==> config.mk <==
export PLATFORM = sky130hd
export DESIGN_NAME = cmo_handler
export DESIGN_NICKNAME = d
export VERILOG_FILES = /design/src/cmo_pkg.sv /design/src/cmo_req_intake.sv /design/src/cmo_dir_walker.sv /design/src/cmo_flush_fifo.sv /design/src/cmo_handler.sv
export SDC_FILE = /design/constraint.sdc
export NUM_CORES = 1
export LEC_CHECK = 0
export ABC_CLOCK_PERIOD_IN_PS = 7000
export BUFFER_PORTS_ARGS = -buffer_cell sky130_fd_sc_hd__buf_2
export CAP_MARGIN = 20
export CORE_AREA = 3 3 173 175
export DETAILED_ROUTE_END_ITERATION = 8
export DIE_AREA = 0 0 176 178
export SLEW_MARGIN = 20
export SYNTH_ARGS = -nofsm -noshare
export SYNTH_HDL_FRONTEND = slang
export SYNTH_SLANG_ARGS = --single-unit
export TNS_END_PERCENT = 5
==> constraint.sdc <==
create_clock -name clk_i -period 7 [get_ports clk_i]
set_clock_uncertainty 0.1 [all_clocks]
set_input_delay 1.4 -clock clk_i [delete_from_list [all_inputs] [get_ports clk_i]]
set_output_delay 1.4 -clock clk_i [all_outputs]
set_load 0.03 [all_outputs]
==> src/cmo_pkg.sv <==
// ==========================================================================
// Fixed geometry of the data cache seen by the CMO handler: 8 sets, 4 ways,
// 64-byte lines, 32-bit byte addresses. Widths below must stay consistent
// ==========================================================================

package cmo_pkg;

    localparam int ADDR_WIDTH       = 32;
    localparam int CL_OFFSET_WIDTH  = 6;
    localparam int NUM_SETS         = 8;
    localparam int SET_WIDTH        = 3;
    localparam int NUM_WAYS         = 4;
    localparam int TAG_WIDTH        = 23;
    localparam int NLINE_WIDTH      = 26;
    localparam int FLUSH_FIFO_DEPTH = 3;

    typedef logic [ADDR_WIDTH-1:0]  addr_t;
    typedef logic [SET_WIDTH-1:0]   set_t;
    typedef logic [TAG_WIDTH-1:0]   tag_t;
    typedef logic [NLINE_WIDTH-1:0] nline_t;
    typedef logic [NUM_WAYS-1:0]    way_vec_t;

    typedef enum logic [2:0] {
        CMO_FENCE,
        CMO_INVAL_NLINE,
        CMO_INVAL_ALL,
        CMO_FLUSH_ALL,
        CMO_FLUSH_INVAL_ALL
    } cmo_op_e;

    typedef struct packed {
        cmo_op_e op;
        addr_t   addr;
    } cmo_req_t;

    // Emptiness levels of the cache blocks the handler waits on
    typedef struct packed {
        logic wbuf_empty;
        logic mshr_empty;
        logic rtab_empty;
        logic ctrl_empty;
    } cmo_quiet_t;

    typedef struct packed {
        cmo_op_e op;
        set_t    set;
        tag_t    tag;
    } cmo_job_t;

    typedef struct packed {
        logic valid;
        logic dirty;
        tag_t tag;
    } dir_entry_t;

    // Line number is {tag, set}
    typedef struct packed {
        nline_t   nline;
        way_vec_t way;
    } flush_req_t;

endpackage

==> src/cmo_req_intake.sv <==
// ==========================================================================
// Accepts one CMO request at a time. Fences complete here; any other op is
// held until the cache is fully quiet, then handed to the walker as a job
// ==========================================================================

`timescale 1ns/1ps

module cmo_req_intake (
    input  logic                 clk_i,
    input  logic                 rst_ni,
    input  logic                 req_valid_i,
    input  cmo_pkg::cmo_req_t    req_i,
    input  cmo_pkg::cmo_quiet_t  quiet_i,
    input  logic                 walk_busy_i,
    output logic                 req_ready_o,
    output logic                 req_wait_o,
    output logic                 wbuf_flush_all_o,
    output logic                 job_start_o,
    output cmo_pkg::cmo_job_t    job_o
);

    typedef enum logic [1:0] {
        IDLE,
        FENCE_WAIT,
        QUIET_WAIT
    } state_e;

    state_e            state_q, state_d;
    logic              start_q, start_d;
    cmo_pkg::cmo_job_t job_q;
    cmo_pkg::nline_t   req_nline;
    logic              accept;
    logic              is_fence;
    logic              fence_done;
    logic              all_quiet;

    // No new request while a job start is in flight to the walker
    assign req_ready_o = (state_q == IDLE) & ~walk_busy_i & ~start_q;
    assign req_wait_o  = (state_q != IDLE);
    assign accept      = req_valid_i & req_ready_o;
    assign is_fence    = (req_i.op == cmo_pkg::CMO_FENCE);

    assign fence_done = quiet_i.wbuf_empty & quiet_i.rtab_empty;
    assign all_quiet  = quiet_i.wbuf_empty & quiet_i.mshr_empty &
                        quiet_i.rtab_empty & quiet_i.ctrl_empty;

    // Ask the write buffer to send its open entries once replays are done
    assign wbuf_flush_all_o = quiet_i.rtab_empty &
                              ((state_q == FENCE_WAIT) | (accept & is_fence));

    assign req_nline   = req_i.addr[cmo_pkg::CL_OFFSET_WIDTH +: cmo_pkg::NLINE_WIDTH];
    assign job_start_o = start_q;
    assign job_o       = job_q;

    always_comb begin
        state_d = state_q;
        start_d = 1'b0;
        case (state_q)
            IDLE: begin
                if (accept) begin
                    if (is_fence) begin
                        if (!fence_done) begin
                            state_d = FENCE_WAIT;
                        end
                    end else if (all_quiet) begin
                        start_d = 1'b1;
                    end else begin
                        state_d = QUIET_WAIT;
                    end
                end
            end
            FENCE_WAIT: begin
                if (fence_done) begin
                    state_d = IDLE;
                end
            end
            QUIET_WAIT: begin
                if (all_quiet) begin
                    start_d = 1'b1;
                    state_d = IDLE;
                end
            end
            default: state_d = IDLE;
        endcase
    end

    always_ff @(posedge clk_i or negedge rst_ni) begin
        if (!rst_ni) begin
            state_q <= IDLE;
            start_q <= 1'b0;
        end else begin
            state_q <= state_d;
            start_q <= start_d;
        end
    end

    always_ff @(posedge clk_i) begin
        if (accept && !is_fence) begin
            job_q.op  <= req_i.op;
            job_q.set <= req_nline[cmo_pkg::SET_WIDTH-1:0];
            job_q.tag <= req_nline[cmo_pkg::NLINE_WIDTH-1:cmo_pkg::SET_WIDTH];
        end
    end

endmodule

==> src/cmo_dir_walker.sv <==
// ==========================================================================
// Runs invalidations and full-cache flush walks on the directory. Directory
// responses arrive one cycle after each check and are never re-requested
// ==========================================================================

`timescale 1ns/1ps

module cmo_dir_walker (
    input  logic                  clk_i,
    input  logic                  rst_ni,
    input  logic                  job_start_i,
    input  cmo_pkg::cmo_job_t     job_i,
    input  logic                  flush_empty_i,
    input  logic                  push_ok_i,
    input  logic                  queue_empty_i,
    output logic                  walk_busy_o,
    output logic                  dir_check_nline_o,
    output cmo_pkg::set_t         dir_check_set_o,
    output cmo_pkg::tag_t         dir_check_tag_o,
    input  cmo_pkg::way_vec_t     dir_hit_way_i,
    output logic                  dir_check_entry_o,
    output cmo_pkg::way_vec_t     dir_entry_way_o,
    input  cmo_pkg::dir_entry_t   dir_entry_i,
    output logic                  dir_inval_o,
    output cmo_pkg::set_t         dir_inval_set_o,
    output cmo_pkg::way_vec_t     dir_inval_way_o,
    output logic                  push_o,
    output cmo_pkg::flush_req_t   push_req_o
);

    typedef enum logic [2:0] {
        IDLE,
        CHECK_NLINE,
        INVAL,
        FLUSH_WALK,
        FLUSH_DRAIN
    } state_e;

    state_e              state_q, state_d;
    cmo_pkg::cmo_job_t   job_q;
    cmo_pkg::set_t       set_q, set_d;
    cmo_pkg::way_vec_t   way_q, way_d;
    logic                inval_q, inval_d;
    logic                pend_valid_q, pend_valid_d;
    cmo_pkg::set_t       pend_set_q;
    cmo_pkg::way_vec_t   pend_way_q;
    logic                hold_valid_q;
    cmo_pkg::flush_req_t hold_q;
    cmo_pkg::flush_req_t resp_req;
    logic                set_last, way_last;
    logic                resp_push, stall, issue;

    assign set_last    = (set_q == cmo_pkg::set_t'(cmo_pkg::NUM_SETS - 1));
    assign way_last    = way_q[cmo_pkg::NUM_WAYS-1];
    assign walk_busy_o = (state_q != IDLE);

    assign dir_check_set_o = (state_q == CHECK_NLINE) ? job_q.set : set_q;
    assign dir_check_tag_o = job_q.tag;
    assign dir_entry_way_o = way_q;

    // Response to the entry checked in the previous cycle
    assign resp_push = pend_valid_q & dir_entry_i.valid & dir_entry_i.dirty;
    assign resp_req  = '{nline: {dir_entry_i.tag, pend_set_q}, way: pend_way_q};

    // A full queue parks the response in the hold register and stops the walk
    assign stall      = (hold_valid_q | resp_push) & ~push_ok_i;
    assign push_o     = (hold_valid_q | resp_push) & push_ok_i;
    assign push_req_o = hold_valid_q ? hold_q : resp_req;

    // With invalidation each entry takes a check cycle and an inval cycle
    assign issue = (state_q == FLUSH_WALK) & ~stall & ~(inval_q & pend_valid_q);

    always_comb begin
        state_d           = state_q;
        set_d             = set_q;
        way_d             = way_q;
        inval_d           = inval_q;
        pend_valid_d      = 1'b0;
        dir_check_nline_o = 1'b0;
        dir_check_entry_o = 1'b0;
        dir_inval_o       = 1'b0;
        dir_inval_set_o   = set_q;
        dir_inval_way_o   = '0;
        case (state_q)
            IDLE: begin
                if (job_start_i) begin
                    set_d   = '0;
                    way_d   = cmo_pkg::way_vec_t'(1);
                    inval_d = (job_i.op == cmo_pkg::CMO_FLUSH_INVAL_ALL);
                    case (job_i.op)
                        cmo_pkg::CMO_INVAL_NLINE:     state_d = CHECK_NLINE;
                        cmo_pkg::CMO_INVAL_ALL:       state_d = INVAL;
                        cmo_pkg::CMO_FLUSH_ALL,
                        cmo_pkg::CMO_FLUSH_INVAL_ALL: state_d = FLUSH_WALK;
                        default:                      state_d = IDLE;
                    endcase
                end
            end
            CHECK_NLINE: begin
                dir_check_nline_o = 1'b1;
                state_d           = INVAL;
            end
            INVAL: begin
                if (job_q.op == cmo_pkg::CMO_INVAL_NLINE) begin
                    // Hit way of the line check comes back this cycle
                    dir_inval_o     = |dir_hit_way_i;
                    dir_inval_set_o = job_q.set;
                    dir_inval_way_o = dir_hit_way_i;
                    state_d         = IDLE;
                end else begin
                    dir_inval_o     = 1'b1;
                    dir_inval_way_o = '1;
                    set_d           = set_q + 1'b1;
                    if (set_last) begin
                        state_d = IDLE;
                    end
                end
            end
            FLUSH_WALK, FLUSH_DRAIN: begin
                dir_inval_o     = inval_q & pend_valid_q;
                dir_inval_set_o = pend_set_q;
                dir_inval_way_o = pend_way_q;
                if (issue) begin
                    dir_check_entry_o = 1'b1;
                    pend_valid_d      = 1'b1;
                    way_d             = {way_q[cmo_pkg::NUM_WAYS-2:0], way_last};
                    if (way_last) begin
                        set_d = set_q + 1'b1;
                    end
                    if (set_last && way_last) begin
                        state_d = FLUSH_DRAIN;
                    end
                end
                // Done once every flush request has left the handler
                if (state_q == FLUSH_DRAIN && !pend_valid_q && !hold_valid_q &&
                    queue_empty_i && flush_empty_i) begin
                    state_d = IDLE;
                end
            end
            default: state_d = IDLE;
        endcase
    end

    always_ff @(posedge clk_i or negedge rst_ni) begin
        if (!rst_ni) begin
            state_q      <= IDLE;
            set_q        <= '0;
            way_q        <= cmo_pkg::way_vec_t'(1);
            inval_q      <= 1'b0;
            pend_valid_q <= 1'b0;
            hold_valid_q <= 1'b0;
        end else begin
            state_q      <= state_d;
            set_q        <= set_d;
            way_q        <= way_d;
            inval_q      <= inval_d;
            pend_valid_q <= pend_valid_d;
            hold_valid_q <= stall;
        end
    end

    always_ff @(posedge clk_i) begin
        if (job_start_i && state_q == IDLE) begin
            job_q <= job_i;
        end
        if (issue) begin
            pend_set_q <= set_q;
            pend_way_q <= way_q;
        end
        if (stall && !hold_valid_q) begin
            hold_q <= resp_req;
        end
    end

endmodule

==> src/cmo_flush_fifo.sv <==
// ==========================================================================
// Small flush request queue with feedthrough: a push into the empty queue is
// visible at the output in the same cycle. Pushing while full is not allowed
// ==========================================================================

`timescale 1ns/1ps

module cmo_flush_fifo (
    input  logic                 clk_i,
    input  logic                 rst_ni,
    input  logic                 push_i,
    input  cmo_pkg::flush_req_t  push_req_i,
    output logic                 push_ok_o,
    output logic                 empty_o,
    output logic                 flush_alloc_o,
    input  logic                 flush_alloc_ready_i,
    output cmo_pkg::flush_req_t  flush_alloc_req_o
);

    typedef logic [$clog2(cmo_pkg::FLUSH_FIFO_DEPTH)-1:0]   ptr_t;
    typedef logic [$clog2(cmo_pkg::FLUSH_FIFO_DEPTH+1)-1:0] cnt_t;

    cmo_pkg::flush_req_t mem_q [cmo_pkg::FLUSH_FIFO_DEPTH];
    ptr_t                rptr_q, wptr_q;
    cnt_t                count_q;
    logic                empty, pop, write, read;

    function automatic ptr_t next_ptr(input ptr_t ptr);
        return (ptr == ptr_t'(cmo_pkg::FLUSH_FIFO_DEPTH - 1)) ? '0 : ptr + 1'b1;
    endfunction

    assign empty     = (count_q == '0);
    assign empty_o   = empty;
    assign push_ok_o = (count_q != cnt_t'(cmo_pkg::FLUSH_FIFO_DEPTH));

    assign flush_alloc_o     = ~empty | push_i;
    assign flush_alloc_req_o = empty ? push_req_i : mem_q[rptr_q];
    assign pop               = flush_alloc_o & flush_alloc_ready_i;

    // A pushed entry popped in the same cycle never enters the buffer
    assign write = push_i & ~(empty & pop);
    assign read  = pop & ~empty;

    always_ff @(posedge clk_i or negedge rst_ni) begin
        if (!rst_ni) begin
            rptr_q  <= '0;
            wptr_q  <= '0;
            count_q <= '0;
        end else begin
            if (write) begin
                wptr_q <= next_ptr(wptr_q);
            end
            if (read) begin
                rptr_q <= next_ptr(rptr_q);
            end
            case ({write, read})
                2'b10:   count_q <= count_q + 1'b1;
                2'b01:   count_q <= count_q - 1'b1;
                default: count_q <= count_q;
            endcase
        end
    end

    always_ff @(posedge clk_i) begin
        if (write) begin
            mem_q[wptr_q] <= push_req_i;
        end
    end

endmodule

==> src/cmo_handler.sv <==
// ==========================================================================
// CMO handler top: one operation at a time, request intake, directory walk
// and flush queue. Directory answers checks exactly one cycle later
// ==========================================================================

`timescale 1ns/1ps

module cmo_handler (
    input  logic                  clk_i,
    input  logic                  rst_ni,
    // Request port
    input  logic                  req_valid_i,
    input  cmo_pkg::cmo_req_t     req_i,
    output logic                  req_ready_o,
    output logic                  req_wait_o,
    // Cache status and write buffer
    input  cmo_pkg::cmo_quiet_t   quiet_i,
    output logic                  wbuf_flush_all_o,
    input  logic                  flush_empty_i,
    // Directory
    output logic                  dir_check_nline_o,
    output cmo_pkg::set_t         dir_check_set_o,
    output cmo_pkg::tag_t         dir_check_tag_o,
    input  cmo_pkg::way_vec_t     dir_hit_way_i,
    output logic                  dir_check_entry_o,
    output cmo_pkg::way_vec_t     dir_entry_way_o,
    input  cmo_pkg::dir_entry_t   dir_entry_i,
    output logic                  dir_inval_o,
    output cmo_pkg::set_t         dir_inval_set_o,
    output cmo_pkg::way_vec_t     dir_inval_way_o,
    // Flush controller
    output logic                  flush_alloc_o,
    input  logic                  flush_alloc_ready_i,
    output cmo_pkg::flush_req_t   flush_alloc_req_o
);

    logic                walk_busy;
    logic                job_start;
    cmo_pkg::cmo_job_t   job;
    logic                push;
    cmo_pkg::flush_req_t push_req;
    logic                push_ok;
    logic                queue_empty;

    cmo_req_intake cmo_req_intake_inst (
        .clk_i            (clk_i),
        .rst_ni           (rst_ni),
        .req_valid_i      (req_valid_i),
        .req_i            (req_i),
        .quiet_i          (quiet_i),
        .walk_busy_i      (walk_busy),
        .req_ready_o      (req_ready_o),
        .req_wait_o       (req_wait_o),
        .wbuf_flush_all_o (wbuf_flush_all_o),
        .job_start_o      (job_start),
        .job_o            (job)
    );

    cmo_dir_walker cmo_dir_walker_inst (
        .clk_i             (clk_i),
        .rst_ni            (rst_ni),
        .job_start_i       (job_start),
        .job_i             (job),
        .flush_empty_i     (flush_empty_i),
        .push_ok_i         (push_ok),
        .queue_empty_i     (queue_empty),
        .walk_busy_o       (walk_busy),
        .dir_check_nline_o (dir_check_nline_o),
        .dir_check_set_o   (dir_check_set_o),
        .dir_check_tag_o   (dir_check_tag_o),
        .dir_hit_way_i     (dir_hit_way_i),
        .dir_check_entry_o (dir_check_entry_o),
        .dir_entry_way_o   (dir_entry_way_o),
        .dir_entry_i       (dir_entry_i),
        .dir_inval_o       (dir_inval_o),
        .dir_inval_set_o   (dir_inval_set_o),
        .dir_inval_way_o   (dir_inval_way_o),
        .push_o            (push),
        .push_req_o        (push_req)
    );

    cmo_flush_fifo cmo_flush_fifo_inst (
        .clk_i               (clk_i),
        .rst_ni              (rst_ni),
        .push_i              (push),
        .push_req_i          (push_req),
        .push_ok_o           (push_ok),
        .empty_o             (queue_empty),
        .flush_alloc_o       (flush_alloc_o),
        .flush_alloc_ready_i (flush_alloc_ready_i),
        .flush_alloc_req_o   (flush_alloc_req_o)
    );

endmodule

After elaboration in Yosys (flattened, before gate mapping)
Memory sizes are Yosys's and may differ from the RTL's.
Index checks and enable logic that the tools add are counted.
{ "op_classes": {"n_reduce_logical": 28, "eq_ne": 29, "bitwise_logic": 30, "add_sub_neg": 5, "mux": 44} }
{ "ops": {"columns": ["operator", "count"], "rows": [
  ["$mux 30", 2],
  ["$mux 3", 12],
  ["$and 1x1->1", 20],
  ["$mux 2", 8],
  ["$pmux 4 s2", 2],
  ["$eq 3x2->1 const B", 4],
  ["$mux 4", 3],
  ["$pmux 2 s3", 2],
  ["$pmux 3 s4", 1],
  ["$ne 2x1->1 const B", 5],
  ["$reduce_and 5->1", 2],
  ["$eq 3x1->1 const B", 3],
  ["$eq 3x3->1 const B", 3],
  ["$mux 1", 9],
  ["$ne 3x1->1 const B", 3],
  ["$pmux 3 s3", 1],
  ["$eq 2x2->1 const B", 4],
  ["$logic_and 1x1->1", 8],
  ["$not 1->1", 7],
  ["$add 2x1->2 const B", 3],
  ["$logic_not 3->1", 2],
  ["$ne 2x2->1 const B", 3],
  ["$pmux 3 s2", 1],
  ["$reduce_bool 2->1", 3],
  ["other kinds (16)", 25]
]} }
{ "totals": {"regBits": 117, "output_inout_bits": 74, "inputBits": 73, "n_memories": 1, "elab_cells": 158, "ramBits": 90} }
{ "mem_list": {"columns": ["memory", "depth", "word_bits", "rd", "rd_ports_with_merged_regs", "wr", "line_no", "source"], "rows": [
  ["cmo_flush_fifo_inst.mem_q", 3, 30, 1, 0, 1, "cmo_flush_fifo.sv:23", "cmo_pkg::flush_req_t mem_q [cmo_pkg::FLUSH_FIFO_DEPTH];"]
]} }

Longest topological paths before layout
{ "logic_depth": {"word_depth": 11, "depth_mapped": 9, "ltp_nobuf": 7} }

By module
A second synthesis with hierarchy kept.
{ "hier_totals": {"hier_cells": 547, "area_unflattened_um2": 8324.2} }
{ "by_module_without_submodules": {"columns": ["module", "area_per_inst_um2", "instances", "seq_area_each_um2", "cells_per_inst"], "rows": [
  ["cmo_flush_fifo", 3778.6, 1, 2852.7, 257],
  ["cmo_dir_walker", 3514.6, 1, 2308.5, 245],
  ["cmo_req_intake", 1031.0, 1, 945.9, 45]
]} }

Worst setup path before layout
No wires, ideal clock.
{ "synth_timing": {"path_kind": "input -> register", "startpoint": "input dir_entry_i[23] (netlist name)", "endpoint": "memory cmo_flush_fifo_inst.mem_q[1][0] (netlist name), enable pin", "required_time_ns": 6.436, "cell_stages": 3, "setup_time_ns": 0.464, "n_path_buf": 0, "slack_ns": 2.265, "arrival_time_ns": 4.172, "cell_sequence": "a31oi_4 -> a211o_1 -> nor3b_1"} }
{ "synth_via": {"elab_chain_len": 10} }
{ "synth_lines": {"columns": ["element", "line_no", "source"], "rows": [
  ["start, declared", "cmo_handler.sv:27", "input cmo_pkg::dir_entry_t dir_entry_i,"],
  ["$and 1x1->1 (*)", "cmo_dir_walker.sv:62", "assign resp_push = pend_valid_q & dir_entry_i.valid & dir_entry_i.dirty;"],
  ["$or 1x1->1 (*)", "cmo_dir_walker.sv:67", "assign push_o = (hold_valid_q | resp_push) & push_ok_i;"],
  ["$and 1x1->1 (*)", "cmo_dir_walker.sv:67", null],
  ["$or 1x1->1", "cmo_flush_fifo.sv:36", "assign flush_alloc_o = ~empty | push_i;"],
  ["$and 1x1->1", "cmo_flush_fifo.sv:38", "assign pop = flush_alloc_o & flush_alloc_ready_i;"],
  ["$and 1x1->1", "cmo_flush_fifo.sv:41", "assign write = push_i & ~(empty & pop);"],
  ["$not 1->1", "cmo_flush_fifo.sv:41", null],
  ["$and 1x1->1 (*)", "cmo_flush_fifo.sv:41", null],
  ["$mux 1 (*)", "cmo_flush_fifo.sv:65", "if (write) begin"],
  ["$mux 1 (implied by the code) (*)", "cmo_flush_fifo.sv:66", "mem_q[wptr_q] <= push_req_i;"],
  ["end, declared", "cmo_flush_fifo.sv:23", null]
]} }
Mark *: on every way between the ends. The rest lies on a longest branch, timed or not.

Worst setup path after layout
{ "layout_timing": {"startpoint": "register cmo_dir_walker_inst.state_q[1]", "endpoint": "output dir_inval_set_o[0]"} }
{ "layout_via": {"elab_chain_len": 3, "word_cells_on_any_way": 5, "classes_between": "3 x eq/ne; 1 x mux; 1 x reduce/logical"} }
{ "layout_lines": {"columns": ["element", "line_no", "source"], "rows": [
  ["start, declared", "cmo_dir_walker.sv:39", "state_e state_q, state_d;"],
  ["start signal, assigned", "cmo_dir_walker.sv:153", "state_q <= state_d;"],
  ["$eq 3x3->1 or $eq 3x2->1 (tied branches)", "cmo_dir_walker.sv:84", "case (state_q)"],
  ["$reduce_or 2->1", "cmo_dir_walker.sv:84", null],
  ["$pmux 3 s2 (*)", "cmo_dir_walker.sv:84", null],
  ["end, declared", "cmo_handler.sv:29", "output cmo_pkg::set_t dir_inval_set_o,"]
]} }
Marked as above.

==> flow_metrics.env <==
export IMPL_clock_latency_ps=500
export IMPL_grt_pass1_vias=4816
export IMPL_netlist_area_um2=8546
export IMPL_netlist_instances=568
export IMPL_r2r_slack_ps=4130
export IMPL_max_cap_violations=0
export IMPL_place_congestion=0.7426
export IMPL_grt_max_degree=63
export IMPL_drive_gt1_frac=0.3400
export IMPL_yosys_top_cells_area="edfxtp_1 (65%), dfrtp_1 (6.1%), nand2_1 (4.7%), mux2_2 (4.3%), mux2i_1 (4.2%)"
export IMPL_crit_required_ps=5500
export IMPL_post_cts_buffers=0
export IMPL_start_util=0.2985
export IMPL_htreeDepth=1
export IMPL_holdPathStages=0
export IMPL_wl_per_cell_um=16.13
export IMPL_min_path_type="flip-flop to flip-flop"
export IMPL_area_delta_synth_final_pct=19.40
export IMPL_antenna_found_initial=2
export IMPL_worst_r2r_path_depth=4
export IMPL_final_nets=764
export IMPL_r2r_end="cmo_flush_fifo_inst.mem_q[2][16]"
export IMPL_num_fill_cells=2780
export IMPL_rsz0062_at_grt="no"
export IMPL_yosysSeqAreaShare=0.7146
export IMPL_cp_cell_sequence="and3b_1 -> or2_1 -> a22o_1 -> a21o_1 -> buf_2"
export IMPL_whs_endpoint="cmo_dir_walker_inst.dir_check_tag_o[0]"
export IMPL_grt_pass1_wl_um=27610
export IMPL_grt_ovfl_total=0
export IMPL_startpoint="cmo_dir_walker_inst.state_q[1]"
export IMPL_rr_startpoint="cmo_dir_walker_inst.hold_valid_q"
export IMPL_drtIter0Drc=359
export IMPL_vias=4894
export IMPL_drc=0
export IMPL_ctsResizeCount=0
export IMPL_viasPerCell=4.498
export IMPL_tns_ps=0
export IMPL_hold_slack_ps=317.8
export IMPL_final_hold_violation_count=0
export IMPL_fmax_mhz=248.6
export IMPL_synth_area_leader_cell="edfxtp_1"
export IMPL_worst_setup_path_end_kind="output port"
export IMPL_fp_dieH_um=178
export IMPL_clkTransAtPathRegs_ps=70
export IMPL_crit_arrival_ps=2520
export IMPL_path_class="flip-flop to output port"
export IMPL_min_from="cmo_req_intake_inst.job_o[0]"
export IMPL_postCtsHoldBufs=0
export IMPL_slew_violations=0
export IMPL_min_period_ps=4022
export IMPL_status="complete, no violations"
export IMPL_cp_slowest_cell="dfrtp_1"
export IMPL_layout_setup_ws_ps=2978
export IMPL_yosys_most_used_dff="edfxtp_1"
export IMPL_clk_path_buf_depth=3
export IMPL_dp_worst_setup_slack_ps=3044
export IMPL_syn_nets=644
export IMPL_ant_nets=0
export IMPL_start_kind="flip-flop"
export IMPL_utilization=0.3565
export IMPL_avgSynthCellArea_um2=15.05
export IMPL_ys_async_sr_fraction=0.1063
export IMPL_grt_usage=0.1118
export IMPL_numCtsBuffers=22
export IMPL_slew_headroom=0.3085
export IMPL_crit_fanout=17
export IMPL_ios=147
export IMPL_die_area_um2=31330
export IMPL_peakVddDrop_v=0.0002277
export IMPL_yosys_warnings=0
export IMPL_powerDensity_nw_per_um2=399.3
export IMPL_ys_types=58
export IMPL_setup_viol=0
export IMPL_synth_top_area_share=0.6501
export IMPL_drt_pass1_iterations=4
export IMPL_synth_edf_count=185
export IMPL_wl_um=17550
export IMPL_cpPeakStageDelay_ps=560
export IMPL_tightest_slew_ps=1037
export IMPL_hpwl_um=11330
export IMPL_cts_root_buf="clkbuf_16"
export IMPL_p_leak_nw=3.813
export IMPL_core_area_um2=28630
export IMPL_dieWidth_um=176
export IMPL_synth_seq_cells=207
export IMPL_fin_crit_sh=0.5746
export IMPL_io_buffers=140
export IMPL_clock_sinks=207
export IMPL_cts_tree="done"
export IMPL_rows=62
[synthesized netlist by cell type (2+ instances only)]
master / count
o31ai_1: 2
inv_1: 11
ha_1: 3
or2_2: 2
a22oi_1: 2
o21ai_0: 10
buf_2: 8
nand4_1: 2
nor3_1: 10
nand2_1: 108
nor3b_1: 6
nor2b_1: 2
buf_4: 23
o211ai_1: 30
mux2_2: 33
mux2i_1: 36
nor2_1: 9
edfxtp_1: 185
dfrtp_1: 21
a21oi_1: 3
xnor2_1: 2
buf_6: 5
clkbuf_1: 14
o211a_1: 4
a21o_1: 4
[worst max-delay path: cells and delay by family (launching register included)]
family	cells	cell delay [ps]
and+or+nand+nor	2	930
DFF	1	560
AOI/OAI and AO/OA	2	320
buffers and inverters	1	200
[worst max-delay path by stage]
stage	to
global placement	wbuf_flush_all_o
global route	dir_inval_set_o[2]
CTS	dir_inval_set_o[2]
finish	dir_inval_set_o[0]
detailed placement	wbuf_flush_all_o
floorplan	cmo_flush_fifo_inst.mem_q[1][0]
[layout by cell type, fill, tap and decap left out, drive strengths merged, types with 3 or more instances in the layout]
| cell type | instances |
|---|---|
| o211a | 4 |
| edfxtp | 185 |
| dfrtp | 21 |
| nor2 | 10 |
| nand2 | 108 |
| nor3b | 6 |
| o21ai | 10 |
| clkinvlp | 4 |
| ha | 3 |
| a21oi | 4 |
| mux2i | 36 |
| o211ai | 31 |
| a21o | 4 |
| buf | 147 |
| clkbuf | 23 |
| clkinv | 11 |
| nor3 | 10 |
| inv | 11 |
| o31ai | 3 |
| or2 | 3 |
| mux2 | 34 |
[logic make-up after synthesis]
kind of cell	synth area share
multiplexers	0.08741
AND/OR/NAND/NOR	0.07980
flip-flops	0.7146
XOR/XNOR	0.003075
adder cells (fa/ha/maj)	0.004393
AO/OA/AOI/OAI	0.06735
buffers and inverters	0.04334
[area by class of cell]
cell class              count  area (um^2)  share of cell area
diodes                      1        2.502           0.0002452
clock buffers              23        554.3             0.05432
clock inverters            16        150.1             0.01471
inverters                  12        46.29            0.004537
multi-input cells         298         2100              0.2058
flip-flops and latches    207         6110              0.5988
well taps                 384        480.5             0.04709
repair buffers            147        760.7             0.07456
[power by group]
group,switching [mW],internal [mW]
clock,0.470,0.653
sequential,0.127,1.47
combinational,0.919,0.437
total,1.52,2.56
[registers in the layout, summed over array words and instances (netlist names)]
| signal | cells |
|---|---|
| cmo_dir_walker_inst.pend_way_q | 4 |
| cmo_dir_walker_inst.inval_q | 1 |
| cmo_req_intake_inst.job_start_o | 1 |
| cmo_flush_fifo_inst.rptr_q | 2 |
| cmo_dir_walker_inst.hold_valid_q | 1 |
| cmo_flush_fifo_inst.wptr_q | 2 |
| cmo_dir_walker_inst.set_q | 3 |
| cmo_dir_walker_inst.hold_q | 30 |
| cmo_req_intake_inst.state_q | 2 |
| cmo_flush_fifo_inst.count_q | 2 |
| cmo_flush_fifo_inst.mem_q | 90 |
| cmo_dir_walker_inst.dir_check_tag_o | 23 |
| cmo_dir_walker_inst.state_q | 3 |
| cmo_dir_walker_inst.job_q | 6 |
| cmo_dir_walker_inst.pend_set_q | 3 |
| cmo_dir_walker_inst.pend_valid_q | 1 |
| cmo_dir_walker_inst.dir_entry_way_o | 4 |
| cmo_req_intake_inst.job_o | 29 |
[through the flow]
| step | instances | power (mW) | cell area (um^2) |
|---|---|---|---|
| 2_1_floorplan | 568 | 2.595 | 8546 |
| 3_3_place_gp | 1047 | 2.992 | 9480 |
| 3_5_place_dp | 1047 | 3.006 | 9480 |
| 4_1_cts | 1086 | 4.141 | 10180 |
| 5_1_grt | 1087 | 4.313 | 10200 |
| 6_report | 1088 | 4.075 | 10200 |
[metal layers]
layer | global-route usage | vias to the layer above | wire [um]
met5 | 0 | - | 27
met4 | 0.02639 | 4 | 350
met3 | 0.03959 | 26 | 1581
met2 | 0.1723 | 164 | 7610
met1 | 0.1519 | 2364 | 7978
li1 | - | 2336 | -
No activity file was read; power rests on OpenSTA's default activity.
